$ cat src/design/ahbLitePkg.sv
// AHB-Lite protocol definitions
// Bus widths, HTRANS and HBURST encodings, the address-phase struct
// and the fixed HSIZE and HPROT values
`default_nettype none

package ahbLitePkg;

  // Address and data widths are fixed at 32 bits
  typedef logic [31:0] hAddrT;
  typedef logic [31:0] hDataT;
  // One write strobe per data byte
  typedef logic [3:0]  hStrbT;
  typedef logic [2:0]  hSizeT;

  // HTRANS codes
  typedef enum logic [1:0] {
    IDLE   = 2'b00,
    BUSY   = 2'b01,
    NONSEQ = 2'b10,
    SEQ    = 2'b11
  } hTransT;

  // HBURST codes, no wrapping bursts
  typedef enum logic [2:0] {
    SINGLE = 3'b000,
    INCR   = 3'b001,
    INCR4  = 3'b011,
    INCR8  = 3'b101,
    INCR16 = 3'b111
  } hBurstT;

  // One address phase as a manager drives it
  typedef struct packed {
    hAddrT  haddr;
    hTransT htrans;
    hBurstT hburst;
    hSizeT  hsize;
    logic   hwrite;
  } ahbReqT;

  // 32-bit transfer
  localparam hSizeT hSizeWord = 3'b010;

  // Privileged data access, not bufferable, not cacheable
  localparam logic [3:0] hProtData = 4'b0011;

endpackage

`default_nettype wire

$ cat src/design/coreBusPkg.sv
// Core-side bus definitions
// Instruction line types and the burst final-beat lookup
`default_nettype none

package coreBusPkg;

  // Words per instruction line
  localparam int unsigned lineBeats = 4;

  // Line address, byte address bits 31:4
  typedef logic [27:0] lineAddrT;

  // One fetched line, word 0 at the lowest address
  typedef ahbLitePkg::hDataT [lineBeats-1:0] fetchLineT;

  // Index of the final beat of a burst
  function automatic logic [3:0] burstLastBeat(input ahbLitePkg::hBurstT burst);
    logic [3:0] last;
    case (burst)
      ahbLitePkg::INCR4:  last = 4'd3;
      ahbLitePkg::INCR8:  last = 4'd7;
      ahbLitePkg::INCR16: last = 4'd15;
      // SINGLE, and INCR of unknown length ends after its first beat
      default:            last = 4'd0;
    endcase
    return last;
  endfunction

endpackage

`default_nettype wire

$ cat src/design/ifuFetcher.sv
// Instruction fetch unit bus side
// Issues one INCR4 read burst per fetch request and collects the four
// returned words into a line, flagging any error response
`default_nettype none

module ifuFetcher (
  input  wire logic                 clk,
  input  wire logic                 reset,
  // Core side
  input  wire logic                 fetchStart,
  input  wire coreBusPkg::lineAddrT fetchAddr,
  output logic                      fetchBusy,
  output logic                      fetchDone,
  output logic                      fetchError,
  output coreBusPkg::fetchLineT     fetchLine,
  // AHB manager side
  output ahbLitePkg::ahbReqT        ifuReq,
  input  wire logic                 ifuHready,
  input  wire ahbLitePkg::hDataT    hrdata,
  input  wire logic                 hresp
);

  typedef enum logic [1:0] {IDLE, ADDR, LAST} fetchStateT;
  typedef logic [$clog2(coreBusPkg::lineBeats)-1:0] beatIdxT;

  localparam beatIdxT LastBeat = beatIdxT'(coreBusPkg::lineBeats - 1);

  fetchStateT           state;
  coreBusPkg::lineAddrT lineAddr;
  // Address-phase and data-phase beat counters
  beatIdxT              addrBeat;
  beatIdxT              dataBeat;
  logic                 dataPending;
  logic                 addrAccept;
  logic                 dataDone;
  logic                 lastData;

  assign addrAccept = (state == ADDR) && ifuHready;
  // Data phase ends on the next hready after its address
  assign dataDone   = dataPending && ifuHready;
  assign lastData   = dataDone && (dataBeat == LastBeat);
  assign fetchBusy  = state != IDLE;

  ////////////////////////////////////////////////////////////
  // Address phase
  ////////////////////////////////////////////////////////////

  always_comb begin
    ifuReq.haddr  = {lineAddr, addrBeat, 2'b00};
    ifuReq.hburst = ahbLitePkg::INCR4;
    ifuReq.hsize  = ahbLitePkg::hSizeWord;
    ifuReq.hwrite = 1'b0;
    // First beat NONSEQ, the rest SEQ
    if (state != ADDR) begin
      ifuReq.htrans = ahbLitePkg::IDLE;
    end else if (addrBeat == '0) begin
      ifuReq.htrans = ahbLitePkg::NONSEQ;
    end else begin
      ifuReq.htrans = ahbLitePkg::SEQ;
    end
  end

  ////////////////////////////////////////////////////////////
  // Control
  ////////////////////////////////////////////////////////////

  always_ff @(posedge clk) begin
    if (reset) begin
      state       <= IDLE;
      addrBeat    <= '0;
      dataBeat    <= '0;
      dataPending <= 1'b0;
      fetchDone   <= 1'b0;
      fetchError  <= 1'b0;
    end else begin
      fetchDone <= lastData;
      case (state)
        IDLE: begin
          if (fetchStart) begin
            state      <= ADDR;
            fetchError <= 1'b0;
          end
        end
        ADDR: begin
          if (addrAccept && (addrBeat == LastBeat)) begin
            state <= LAST;
          end
        end
        LAST: begin
          if (lastData) begin
            state <= IDLE;
          end
        end
        default: state <= IDLE;
      endcase
      // Both counters wrap to zero at the end of a line
      if (addrAccept) begin
        addrBeat <= addrBeat + 1'b1;
      end
      if (addrAccept) begin
        dataPending <= 1'b1;
      end else if (dataDone) begin
        dataPending <= 1'b0;
      end
      if (dataDone) begin
        dataBeat <= dataBeat + 1'b1;
        // Sticky until the next fetch
        if (hresp) begin
          fetchError <= 1'b1;
        end
      end
    end
  end

  // Line address and returned words
  always_ff @(posedge clk) begin
    if ((state == IDLE) && fetchStart) begin
      lineAddr <= fetchAddr;
    end
    if (dataDone) begin
      fetchLine[dataBeat] <= hrdata;
    end
  end

  // Address phase held through wait states and arbitration
  assert property (@(posedge clk) disable iff (reset)
    (ifuReq.htrans != ahbLitePkg::IDLE && !ifuHready) |=> $stable(ifuReq));

endmodule

`default_nettype wire

$ cat config.mk
export PLATFORM = sky130hd
export DESIGN_NAME = ifuFetcher
export DESIGN_NICKNAME = d
export VERILOG_FILES = /design/src/design/ahbLitePkg.sv /design/src/design/coreBusPkg.sv /design/src/design/ifuFetcher.sv
export SDC_FILE = /design/constraint.sdc
export NUM_CORES = 1
export LEC_CHECK = 0
export BUFFER_PORTS_ARGS = -buffer_cell sky130_fd_sc_hd__buf_2
export CORE_UTILIZATION = 42
export DETAILED_ROUTE_END_ITERATION = 6
export GPL_TIMING_DRIVEN = 0
export PLACE_DENSITY = 0.76
export SLEW_MARGIN = 10
export SYNTH_ARGS = -nofsm -noshare
export SYNTH_HDL_FRONTEND = slang
export SYNTH_SLANG_ARGS = --single-unit
export TNS_END_PERCENT = 100
$ cat constraint.sdc
create_clock -name clk -period 1.9 [get_ports clk]
set_clock_uncertainty 0.05 [all_clocks]
set_input_delay 0.38 -clock clk [delete_from_list [all_inputs] [get_ports clk]]
set_output_delay 0.38 -clock clk [all_outputs]
set_load 0.1 [all_outputs]
==> reports/results.ini <==
[timing]
setup_viol = 0
finalMaxSlewViolations = 0
grt_setup_unrepaired = false
holdWs_ns = 0.0896
period_needed_ns = 1.83
hold_viol = 0
min_period_over_period_pct = 96.5
setup_slack_ns = 0.0674
tightest_slew_ns = 0.631
max-slew-margin-rel_pct = 57.9
fmaxAchievable_mhz = 546

[setup_path]
path_class = register to output port
slowest_stage = dfxtp_2
worst_path_dominant_cell_family = simple AND/OR/NAND/NOR gates
start_kind = register
cp_data_required_time_ns = 1.47
cp_num_buf_inv = 1
cp.depth = 3
cp-startpoint = state[1]
ff2ff_path_depth = 3
worstPathMaxFanout = 5
cpPeakStageDelay_ns = 0.35
critical_path.cell_chain = and2b_4 > nor2b_4 > buf_6
reg2reg_from = dataBeat[0]
arrival_ns = 1.40
endpoint_kind = output port

[synthesis]
yosysWarnings = 0
synth_area_mm2 = 0.00524
ys_types = 22
netlist_instances = 221
synth_top_area_cell = edfxtp_1
ys_ff_latch = 165
ys.flop_type = edfxtp_1
synth.avg_cell_area_um2 = 23.7
synth_top_area_share_pct = 89.5
synth_seq_area_share_pct = 92.9
synthArstFlopShare_pct = 0
synth_area_leaders = edfxtp_1 89%, dfxtp_1 3.4%, buf_4 1.4%
synth_edf_count = 156

[routing]
first_pass_iters = 4
drt-total-wl_um = 10500
vias_per_cell = 4.50
remaining_drc_errors = 0
drt_iter0_markers = 269
post_drt_wl_per_cell_um = 16.0
vias = 2955
drt.antenna.violating_nets = 0

[die]
core_mm2 = 0.0121
boundaryPins = 237
die_y_um = 114
start_util_pct = 43.4
num_rows = 40
dieArea_mm2 = 0.0129
die_x_um = 114

[status]
status = completed

[finish]
postLayoutCellArea_mm2 = 0.00731
diodes = 0
drive_gt1_share_pct = 57.7
fillers = 876
syn2layout_area_growth_pct = 39.7
nNetsFinal = 548

[pwr]
switchingPower_w = 0.00196
internal_power_w = 0.00624
p_leak_nw = 2.92
switching_share_pct = 23.9
comb_power_share_pct = 8.7
p_per_area_mw_per_mm2 = 1120
clockPowerShare_pct = 41.7
peakVddDrop_v = 0.000556
p_seq_share_pct = 49.6

[clock_tree]
cts_hold_buf = 0
clock_path_buffers = 2
cts_tree = done
cts_setup_buffers = 0
insertion_delay_ns = 0.41
htreeDepth = 4
cts-buffers-inserted = 17
clkSinkCount = 165
path_clk_slew_ns = 0.06
root_buffer = clkbuf_16

[job]
max-cap-violations = 0

[grt]
grt_first_pass_wirelength_um = 15100
grt_pass1_vias = 2833
overflow = 0
grt_usage_pct = 16.5
antenna_found_initial = 0
grt_max_degree = 33

[worst_hold_path]
hold_depth = 1
hp-class = primary input to register
hp-start = fetchAddr[5]

[place]
port_buffers = 226
dpl_cell_area_mm2 = 0.00668
gp_congestion = 0.759
place_ws_ns = -0.127
dp_hpwl_um = 7300

==> through the flow <==
| stage | util [%] | setup TNS [ns] | std cells | total power [W] |
|---|---|---|---|---|
| final | 60.6 | 0 | 657 | 0.00820 |
| after global routing | 60.6 | 0 | 657 | 0.00844 |
| after CTS | 60.5 | 0 | 656 | 0.00826 |
| after detailed placement | 55.4 | -2.83 | 625 | 0.00485 |
| after global placement | 54.9 | -66.50 | 622 | 0.00484 |
| after floorplan | - | -0.0701 | 228 | 0.00469 |
==> final cells by class <==
class	instances	area, µm²	area share [%]
buffer	11	78.8	1.08
inverter	6	23.8	0.325
clock buffer	17	425	5.82
clock inverter	14	178	2.43
multi-input combinational	46	313	4.28
tap	168	210	2.87
sequential	165	4870	66.6
timing repair buffer	230	1210	16.6
==> sequential cells by signal, summed over array words and instances, names as in the netlist <==
name	cells
dataPending	1
fetchError	1
state	2
lineAddr	28
fetchDone	1
addrBeat	2
fetchLine	128
dataBeat	2
==> synthesized netlist by cell type (all sizes together), types with 3 or more instances <==
cell type	n
edfxtp	156
buf	10
dfxtp	9
ha	6
inv	6
nor2	5
a21oi	4
nand2	4
and3	3
nand3	3
==> routing by layer <==
metal | wire length, µm | global-route usage [%] | vias up
li1 | - | - | 1345
met1 | 3970 | 17.6 | 1406
met2 | 5360 | 29.1 | 190
met3 | 1000 | 6.32 | 14
met4 | 148 | 7.19 | 0
met5 | 0 | 0 | -
==> final timing paths <==
| path | slack [ns] | endpoint |
|---|---|---|
| worst max-delay path | 0.07 | ifuReq[7] |
| worst min-delay path | 0.09 | lineAddr[5] |
| worst max register to register | 0.14 | fetchLine[101] |
| worst min register to register | 0.44 | fetchError |
==> power by group through the flow <==
stage	sequential [W]	combinational, W	clock (W)
6_report	0.00406	0.000717	0.00342
5_1_grt	0.00407	0.000740	0.00363
4_1_cts	0.00407	0.000712	0.00348
3_5_place_dp	0.00414	0.000708	0
3_3_place_gp	0.00414	0.000695	0
2_1_floorplan	0.00452	0.000176	0
==> layout by cell type, fill, tap and decap left out <==
cell type and count:
nand2b_1 2, and2b_4 1, buf_8 1, clkbuf_1 1
nor2b_1 1, nand3_1 3, edfxtp_1 156, nor3b_4 1
dfxtp_1 5, nand2_1 3, xnor2_1 2, bufinv_16 3
nor2_1 5, buf_4 11, dfxtp_2 4, o32ai_1 1
inv_6 1, a21oi_1 4, clkbuf_16 17, nand3b_1 1
clkinv_1 2, clkinv_4 3, nor2b_4 1, conb_1 9
buf_6 1, ha_1 6, clkinv_2 1, buf_2 224
inv_8 2, and3_2 3, buf_12 3, a32oi_1 1
inv_1 5, clkinvlp_4 3, or2_2 1, nand2_2 1
==> repair_timing <==
action                     4_1_cts  5_1_grt
gates resized for setup          5        1
pin swaps                        1        0
setup endpoints to repair       31        1
==> kinds of logic after synthesis <==
kind of cell	Yosys count	synth area share, %
buf+inv	17	1.94
flops	165	92.9
other cells	2	0.143
simple gates	23	2.51
fa+ha+maj	6	1.43
xor+xnor	2	0.335
compound gates	6	0.717
Power figures use the tool's default switching activity.
