--- config.mk ---
export PLATFORM = sky130hd
export DESIGN_NAME = ahbMultiManager
export DESIGN_NICKNAME = d
export VERILOG_FILES = /design/src/design/ahbLitePkg.sv /design/src/design/coreBusPkg.sv /design/src/design/ahbMultiManager.sv
export SDC_FILE = /design/constraint.sdc
export NUM_CORES = 1
export LEC_CHECK = 0
export BUFFER_PORTS_ARGS = -buffer_cell sky130_fd_sc_hd__buf_2
export CORE_UTILIZATION = 47
export CTS_BUF_LIST = sky130_fd_sc_hd__clkbuf_8
export DETAILED_ROUTE_END_ITERATION = 16
export GPL_TIMING_DRIVEN = 0
export PLACE_DENSITY_LB_ADDON = 0.15
export SETUP_SLACK_MARGIN = 0.02
export SYNTH_ARGS = -nofsm -noshare
export SYNTH_HDL_FRONTEND = slang
export SYNTH_SLANG_ARGS = --single-unit
export TNS_END_PERCENT = 1
--- constraint.sdc ---
create_clock -name clk -period 15.69 [get_ports clk]
set_input_delay 3.138 -clock clk [delete_from_list [all_inputs] [get_ports clk]]
set_output_delay 3.138 -clock clk [all_outputs]
set_load 0.01 [all_outputs]
--- src/design/ahbLitePkg.sv ---
// AHB-Lite protocol definitions
// Bus widths, HTRANS and HBURST encodings, the address-phase struct
// and the fixed HSIZE and HPROT values
`default_nettype none

package ahbLitePkg;

  // Address and data widths are fixed at 32 bits
  typedef logic [31:0] hAddrT;
  typedef logic [31:0] hDataT;
  // One write strobe per data byte
  typedef logic [3:0]  hStrbT;
  typedef logic [2:0]  hSizeT;

  // HTRANS codes
  typedef enum logic [1:0] {
    IDLE   = 2'b00,
    BUSY   = 2'b01,
    NONSEQ = 2'b10,
    SEQ    = 2'b11
  } hTransT;

  // HBURST codes, no wrapping bursts
  typedef enum logic [2:0] {
    SINGLE = 3'b000,
    INCR   = 3'b001,
    INCR4  = 3'b011,
    INCR8  = 3'b101,
    INCR16 = 3'b111
  } hBurstT;

  // One address phase as a manager drives it
  typedef struct packed {
    hAddrT  haddr;
    hTransT htrans;
    hBurstT hburst;
    hSizeT  hsize;
    logic   hwrite;
  } ahbReqT;

  // 32-bit transfer
  localparam hSizeT hSizeWord = 3'b010;

  // Privileged data access, not bufferable, not cacheable
  localparam logic [3:0] hProtData = 4'b0011;

endpackage

`default_nettype wire

--- src/design/coreBusPkg.sv ---
// Core-side bus definitions
// Instruction line types and the burst final-beat lookup
`default_nettype none

package coreBusPkg;

  // Words per instruction line
  localparam int unsigned lineBeats = 4;

  // Line address, byte address bits 31:4
  typedef logic [27:0] lineAddrT;

  // One fetched line, word 0 at the lowest address
  typedef ahbLitePkg::hDataT [lineBeats-1:0] fetchLineT;

  // Index of the final beat of a burst
  function automatic logic [3:0] burstLastBeat(input ahbLitePkg::hBurstT burst);
    logic [3:0] last;
    case (burst)
      ahbLitePkg::INCR4:  last = 4'd3;
      ahbLitePkg::INCR8:  last = 4'd7;
      ahbLitePkg::INCR16: last = 4'd15;
      // SINGLE, and INCR of unknown length ends after its first beat
      default:            last = 4'd0;
    endcase
    return last;
  endfunction

endpackage

`default_nettype wire

--- src/design/ahbMultiManager.sv ---
// Two-manager AHB-Lite merger
// Fetch and load/store address phases onto one bus with LSU priority
// Save register for the losing fetch phase and the arbitration FSM
// Beat counter that finds the end of the winning burst
`default_nettype none

module ahbMultiManager (
  input  wire logic               clk,
  input  wire logic               reset,
  // Fetch manager
  input  wire ahbLitePkg::ahbReqT ifuReq,
  output logic                    ifuHready,
  // Load/store manager
  input  wire ahbLitePkg::ahbReqT lsuReq,
  input  wire ahbLitePkg::hDataT  lsuWdata,
  input  wire ahbLitePkg::hStrbT  lsuWstrb,
  output logic                    lsuHready,
  // Merged bus
  input  wire logic               hready,
  output ahbLitePkg::ahbReqT      busReq,
  output ahbLitePkg::hDataT       hwdata,
  output ahbLitePkg::hStrbT       hwstrb,
  output logic [3:0]              hprot
);

  typedef enum logic {IDLE, ARBITRATE} busStateT;

  busStateT           state;
  busStateT           nextState;

  ahbLitePkg::ahbReqT ifuSave;
  ahbLitePkg::ahbReqT ifuRestore;
  ahbLitePkg::ahbReqT ifuPhase;
  logic               ifuPending;
  logic               lsuPending;
  logic               ifuActive;
  logic               lsuActive;
  logic               both;
  logic               saveIfu;
  // Fetch held off and replayed from the save register
  logic               holdIfu;
  logic               selIfu;
  logic               selLsu;

  logic [3:0]         wordCount;
  logic [3:0]         wordCountDelayed;
  logic [3:0]         lastBeat;
  logic               wordCntEn;
  logic               cntClear;
  logic               lastBeatFlag;
  ahbLitePkg::hBurstT burstD;

  ////////////////////////////////////////////////////////////
  // Input stages
  ////////////////////////////////////////////////////////////

  // Fetch phase that loses a same-cycle request
  always_ff @(posedge clk) begin
    if (saveIfu) begin
      ifuSave <= ifuReq;
    end
  end

  assign ifuRestore = holdIfu ? ifuSave : ifuReq;
  assign ifuPending = ifuRestore.htrans != ahbLitePkg::IDLE;
  assign ifuHready  = hready & ~holdIfu;
  assign ifuActive  = ifuPending & ifuHready;

  // LSU is never held off
  assign lsuPending = lsuReq.htrans != ahbLitePkg::IDLE;
  assign lsuHready  = hready;
  assign lsuActive  = lsuPending & lsuHready;

  assign both    = ifuActive & lsuActive;
  assign saveIfu = (state == IDLE) & both;
  assign holdIfu = state == ARBITRATE;

  ////////////////////////////////////////////////////////////
  // Output mux
  ////////////////////////////////////////////////////////////

  // LSU owns the bus for the whole arbitration
  assign selLsu = (nextState == ARBITRATE) | lsuPending;
  assign selIfu = (nextState != ARBITRATE) & ifuPending;

  // Fetches are always word reads
  always_comb begin
    ifuPhase        = ifuRestore;
    ifuPhase.hsize  = ahbLitePkg::hSizeWord;
    ifuPhase.hwrite = 1'b0;
  end

  always_comb begin
    if (selLsu) begin
      busReq = lsuReq;
    end else if (selIfu) begin
      busReq = ifuPhase;
    end else begin
      busReq = '0;
    end
  end

  // Only the LSU writes
  assign hwdata = lsuWdata;
  assign hwstrb = lsuWstrb;
  assign hprot  = ahbLitePkg::hProtData;

  ////////////////////////////////////////////////////////////
  // Arbitration FSM
  ////////////////////////////////////////////////////////////

  always_ff @(posedge clk) begin
    if (reset) begin
      state <= IDLE;
    end else begin
      state <= nextState;
    end
  end

  always_comb begin
    case (state)
      IDLE:      nextState = both ? ARBITRATE : IDLE;
      // Leave once the final LSU data phase completes
      ARBITRATE: nextState = (hready & lastBeatFlag) ? IDLE : ARBITRATE;
      default:   nextState = IDLE;
    endcase
  end

  // Beats accepted during arbitration and a delayed copy for the data phases
  assign cntClear  = nextState == IDLE;
  assign wordCntEn = (nextState == ARBITRATE) & hready;

  always_ff @(posedge clk) begin
    if (reset | cntClear) begin
      wordCount        <= '0;
      wordCountDelayed <= '0;
    end else if (wordCntEn) begin
      wordCount        <= wordCount + 4'd1;
      wordCountDelayed <= wordCount;
    end
  end

  // Burst type of the last accepted first beat
  always_ff @(posedge clk) begin
    if (reset) begin
      burstD <= ahbLitePkg::SINGLE;
    end else if ((busReq.htrans == ahbLitePkg::NONSEQ) && hready) begin
      burstD <= busReq.hburst;
    end
  end

  assign lastBeat     = coreBusPkg::burstLastBeat(burstD);
  assign lastBeatFlag = wordCountDelayed == lastBeat;

  // Saved fetch phase goes out on the beat that ends arbitration
  assert property (@(posedge clk) disable iff (reset)
    (state == ARBITRATE && nextState == IDLE) |-> (selIfu && !selLsu));

endmodule

`default_nettype wire

==> flow_summary.ini <==
[placement]
port-buffer-count = 158
gp_congestion = 0.718
dp_hpwl_mm = 5.99
dpl_cell_area_um2 = 3980

[grt]
use_met3 = 0.0319
grt_use_met2 = 0.392
overflow = 0
grt_max_degree = 16
first_global_vias = 2361
grt_first_pass_wirelength_mm = 10.7
grt.total_usage = 0.208
busiest_layer = met2
met1_usage = 0.243
grt_antenna_before_repair = 0

[sta]
worst_pin_slew_ps = 873
period_needed_ps = 7960
finalSetupViolCount = 0
setup_tns_ps = 0
relSlewSlack = 0.413
hold_viol_final = 0
finalCritPeriodShare = 0.507
rsz0062_at_grt = false
fmax_mhz = 126
fin_skew_ps = 7.66
drv_slew = 0

[power]
leakagePower_nw = 1.94
powerDensity_nw_per_um2 = 76.6
seq_power_share = 0.480
p_total_w = 0.000312
internal_power_w = 0.000224
power.share.clock = 0.245
switchingPower_w = 0.0000882
power_frac_comb = 0.276
swShare = 0.282
vdd_drop_max_v = 0.0000495

[floorplanning]
start_util = 0.500
die_h_um = 82.5
pin_count = 204
core_area_um2 = 6100
num_rows = 28
dieWidth_um = 82.5
fp.dieArea_um2 = 6810

[yosys]
muxShareOfSynthArea = 0.139
synth_area_leaders = edfxtp_1 (36%), mux2i_1 (13%), buf_4 (10%)
synth_area_um2 = 3050
synth_cell_types = 37
syn_inst = 281
ys_ff_latch = 49
syn_avg_cell_area_um2 = 10.8
synthXorXnorAreaFrac = 0.00862
yosys_warnings = 0
synth_fa_ha_area_frac = 0.00411
ys_seq_area_frac = 0.443
yosys.area_share.simple = 0.0973
netlist.area_leader.share = 0.365
synth_top_family_by_area = compound AO/OA/AOI/OAI gates
synth_compound_area_frac = 0.165
synth_top_cell_by_area = edfxtp_1

[clocking]
ctsResizeCount = 0
post_cts_buffers = 0
ctsLongestPathBuffers = 2
ctsHtreeMaxLevel = 2
cts.root.buffer_cell = clkbuf_8
clk_pin_slew_ps = 90
clock_sinks = 49
clk_latency_ps = 290
cts_tree = yes
hold_buffers = 0
cts_buffers = 5

[route]
drtPass1Iterations = 4
routed_wl_mm = 7.39
wl_per_cell_um = 14.0
routed_via_density = 5.03
vias = 2655
drc = 0
first_iter_violations = 69
ant_nets = 0

[cells_and_area]
nets = 574
drive_gt1_frac = 0.545
flow.area_growth_from_synthesis_pct = 33.7
stdcell_area_um2 = 4080
fill_cells = 511
layout.area.seq_um2 = 1350
diodes = 0
multi_input_area_um2 = 1280

[critical_path]
cp.arrival_ps = 4820
crit_fanout = 10
endpoint_kind = primary output
cp_slowest_stage_delay_ps = 570
critical_path_required_ps = 12550
cp_cell_sequence = buf_2 -> nor3_1 -> a21o_1 -> buf_2 -> buf_1 -> o31ai_2 -> buf_2
crit_top_cell = buf_2
cp-start-kind = primary input
crit_slowest_cell = buf_1
path_class = primary input to primary output

[job]
maxCapViolCount = 0

[status]
status = finished clean

[worst_hold_path]
hp-class = register to register
-- logic make-up (layout without fill, tap and decap cells) --
| kind of cell | after synthesis | in the layout |
|---|---|---|
| and+or+nand+nor | 68 | 68 |
| buffers and inverters | 62 | 232 |
| AOI/OAI and AO/OA | 54 | 54 |
| DFF | 49 | 49 |
| muxes | 42 | 42 |
| xor gates and xnor gates | 3 | 3 |
| other | 2 | 4 |
| adders and majority gates | 1 | 1 |
-- critical path, delay by kind of cell --
family	cells	cell delay [ps]
buffers and inverters	4	1050
and+or+nand+nor	1	340
AOI/OAI and AO/OA	2	280
-- cells in the mapped netlist --
cell,n
nand2_1,42
buf_4,41
mux2i_1,41
edfxtp_1,37
o31ai_2,20
dfxtp_1,12
o31ai_1,12
nor2_1,10
buf_2,8
o21bai_1,6
clkbuf_1,5
or3_1,5
and2_1,4
buf_6,4
a31oi_1,3
inv_1,3
nand3_1,3
xor2_1,3
conb_1,2
o21a_1,2
o21ai_1,2
a211o_1,1
a21boi_0,1
a21o_1,1
a21oi_1,1
a31o_1,1
a41o_1,1
buf_1,1
ha_1,1
mux2i_2,1
nand4_2,1
nor2b_1,1
nor3_1,1
nor4_1,1
o211ai_2,1
o21ai_0,1
o32ai_1,1
-- area by class of cell --
type / count / share of cell area
sequential: 49 / 0.331
multi-input combinational: 172 / 0.315
timing repair buffer: 162 / 0.202
buffer: 59 / 0.102
tap: 75 / 0.0230
clock buffer: 6 / 0.0203
clock inverter: 2 / 0.00338
inverter: 3 / 0.00276
-- per-layer routing --
layer  up-vias  wire length [µm]
met2       111              3890
met5         -                 0
met4         0                79
met1      1222              2920
met3         7               505
li1       1315                 -
-- path summary, 6_finish.rpt --
path | slack [ps] | to | start | cells past startpoint
setup / recovery | 7730 | busReq[14] | ifuReq[8] | 7
hold / removal | 490 | wordCount[3]$_SDFFE_PP0P_ | wordCount[3]$_SDFFE_PP0P_ | 2
setup reg to reg | 13640 | wordCount[3]$_SDFFE_PP0P_ | holdIfu$_SDFF_PP0_ | 5
hold reg to reg | 490 | wordCount[3]$_SDFFE_PP0P_ | wordCount[3]$_SDFFE_PP0P_ | 2
-- cell usage in the layout (no fill, tap or decap), drive strengths merged --
master,netlist,final
edfxtp,37,37
nor2b,1,1
o32ai,1,1
a211o,1,1
nor3,1,1
dfxtp,12,12
a21oi,1,1
o21a,2,2
o21bai,6,6
nand3,3,3
clkinv,0,2
and2,4,4
nor2,10,10
clkbuf,5,11
o21ai,3,3
nor4,1,1
a21o,1,1
ha,1,1
buf,54,216
xor2,3,3
conb,2,4
o31ai,32,32
a31o,1,1
mux2i,42,42
inv,3,3
a31oi,3,3
nand2,42,42
a41o,1,1
o211ai,1,1
or3,5,5
nand4,1,1
a21boi,1,1
-- power groups by stage --
stage / registers [W] / logic [W] / clock network [W]
2_1_floorplan: 0.000153 / 0.0000532 / 0
3_3_place_gp: 0.000154 / 0.0000840 / 0
3_5_place_dp: 0.000153 / 0.0000867 / 0
4_1_cts: 0.000150 / 0.0000870 / 0.0000785
5_1_grt: 0.000151 / 0.0000950 / 0.0000825
6_report: 0.000150 / 0.0000861 / 0.0000765
-- sequential cells by signal (all words and copies together) (netlist names) --
signal            flops
wordCount             4
wordCountDelayed      4
burstD                3
ifuSave              37
holdIfu               1
-- stage by stage --
| step | std cells | hold slack [ps] | util | worst slack [ps] |
|---|---|---|---|---|
| 6_report | 528 | 494 | 0.669 | 7730 |
| 5_1_grt | 528 | 553 | 0.669 | 7620 |
| 4_1_cts | 528 | 496 | 0.669 | 7720 |
| 3_5_place_dp | 520 | 484 | 0.653 | 7730 |
| 3_3_place_gp | 516 | 472 | 0.646 | 5230 |
| 2_1_floorplan | 283 | 462 | - | 7470 |
Power figures use the tool's default switching activity.
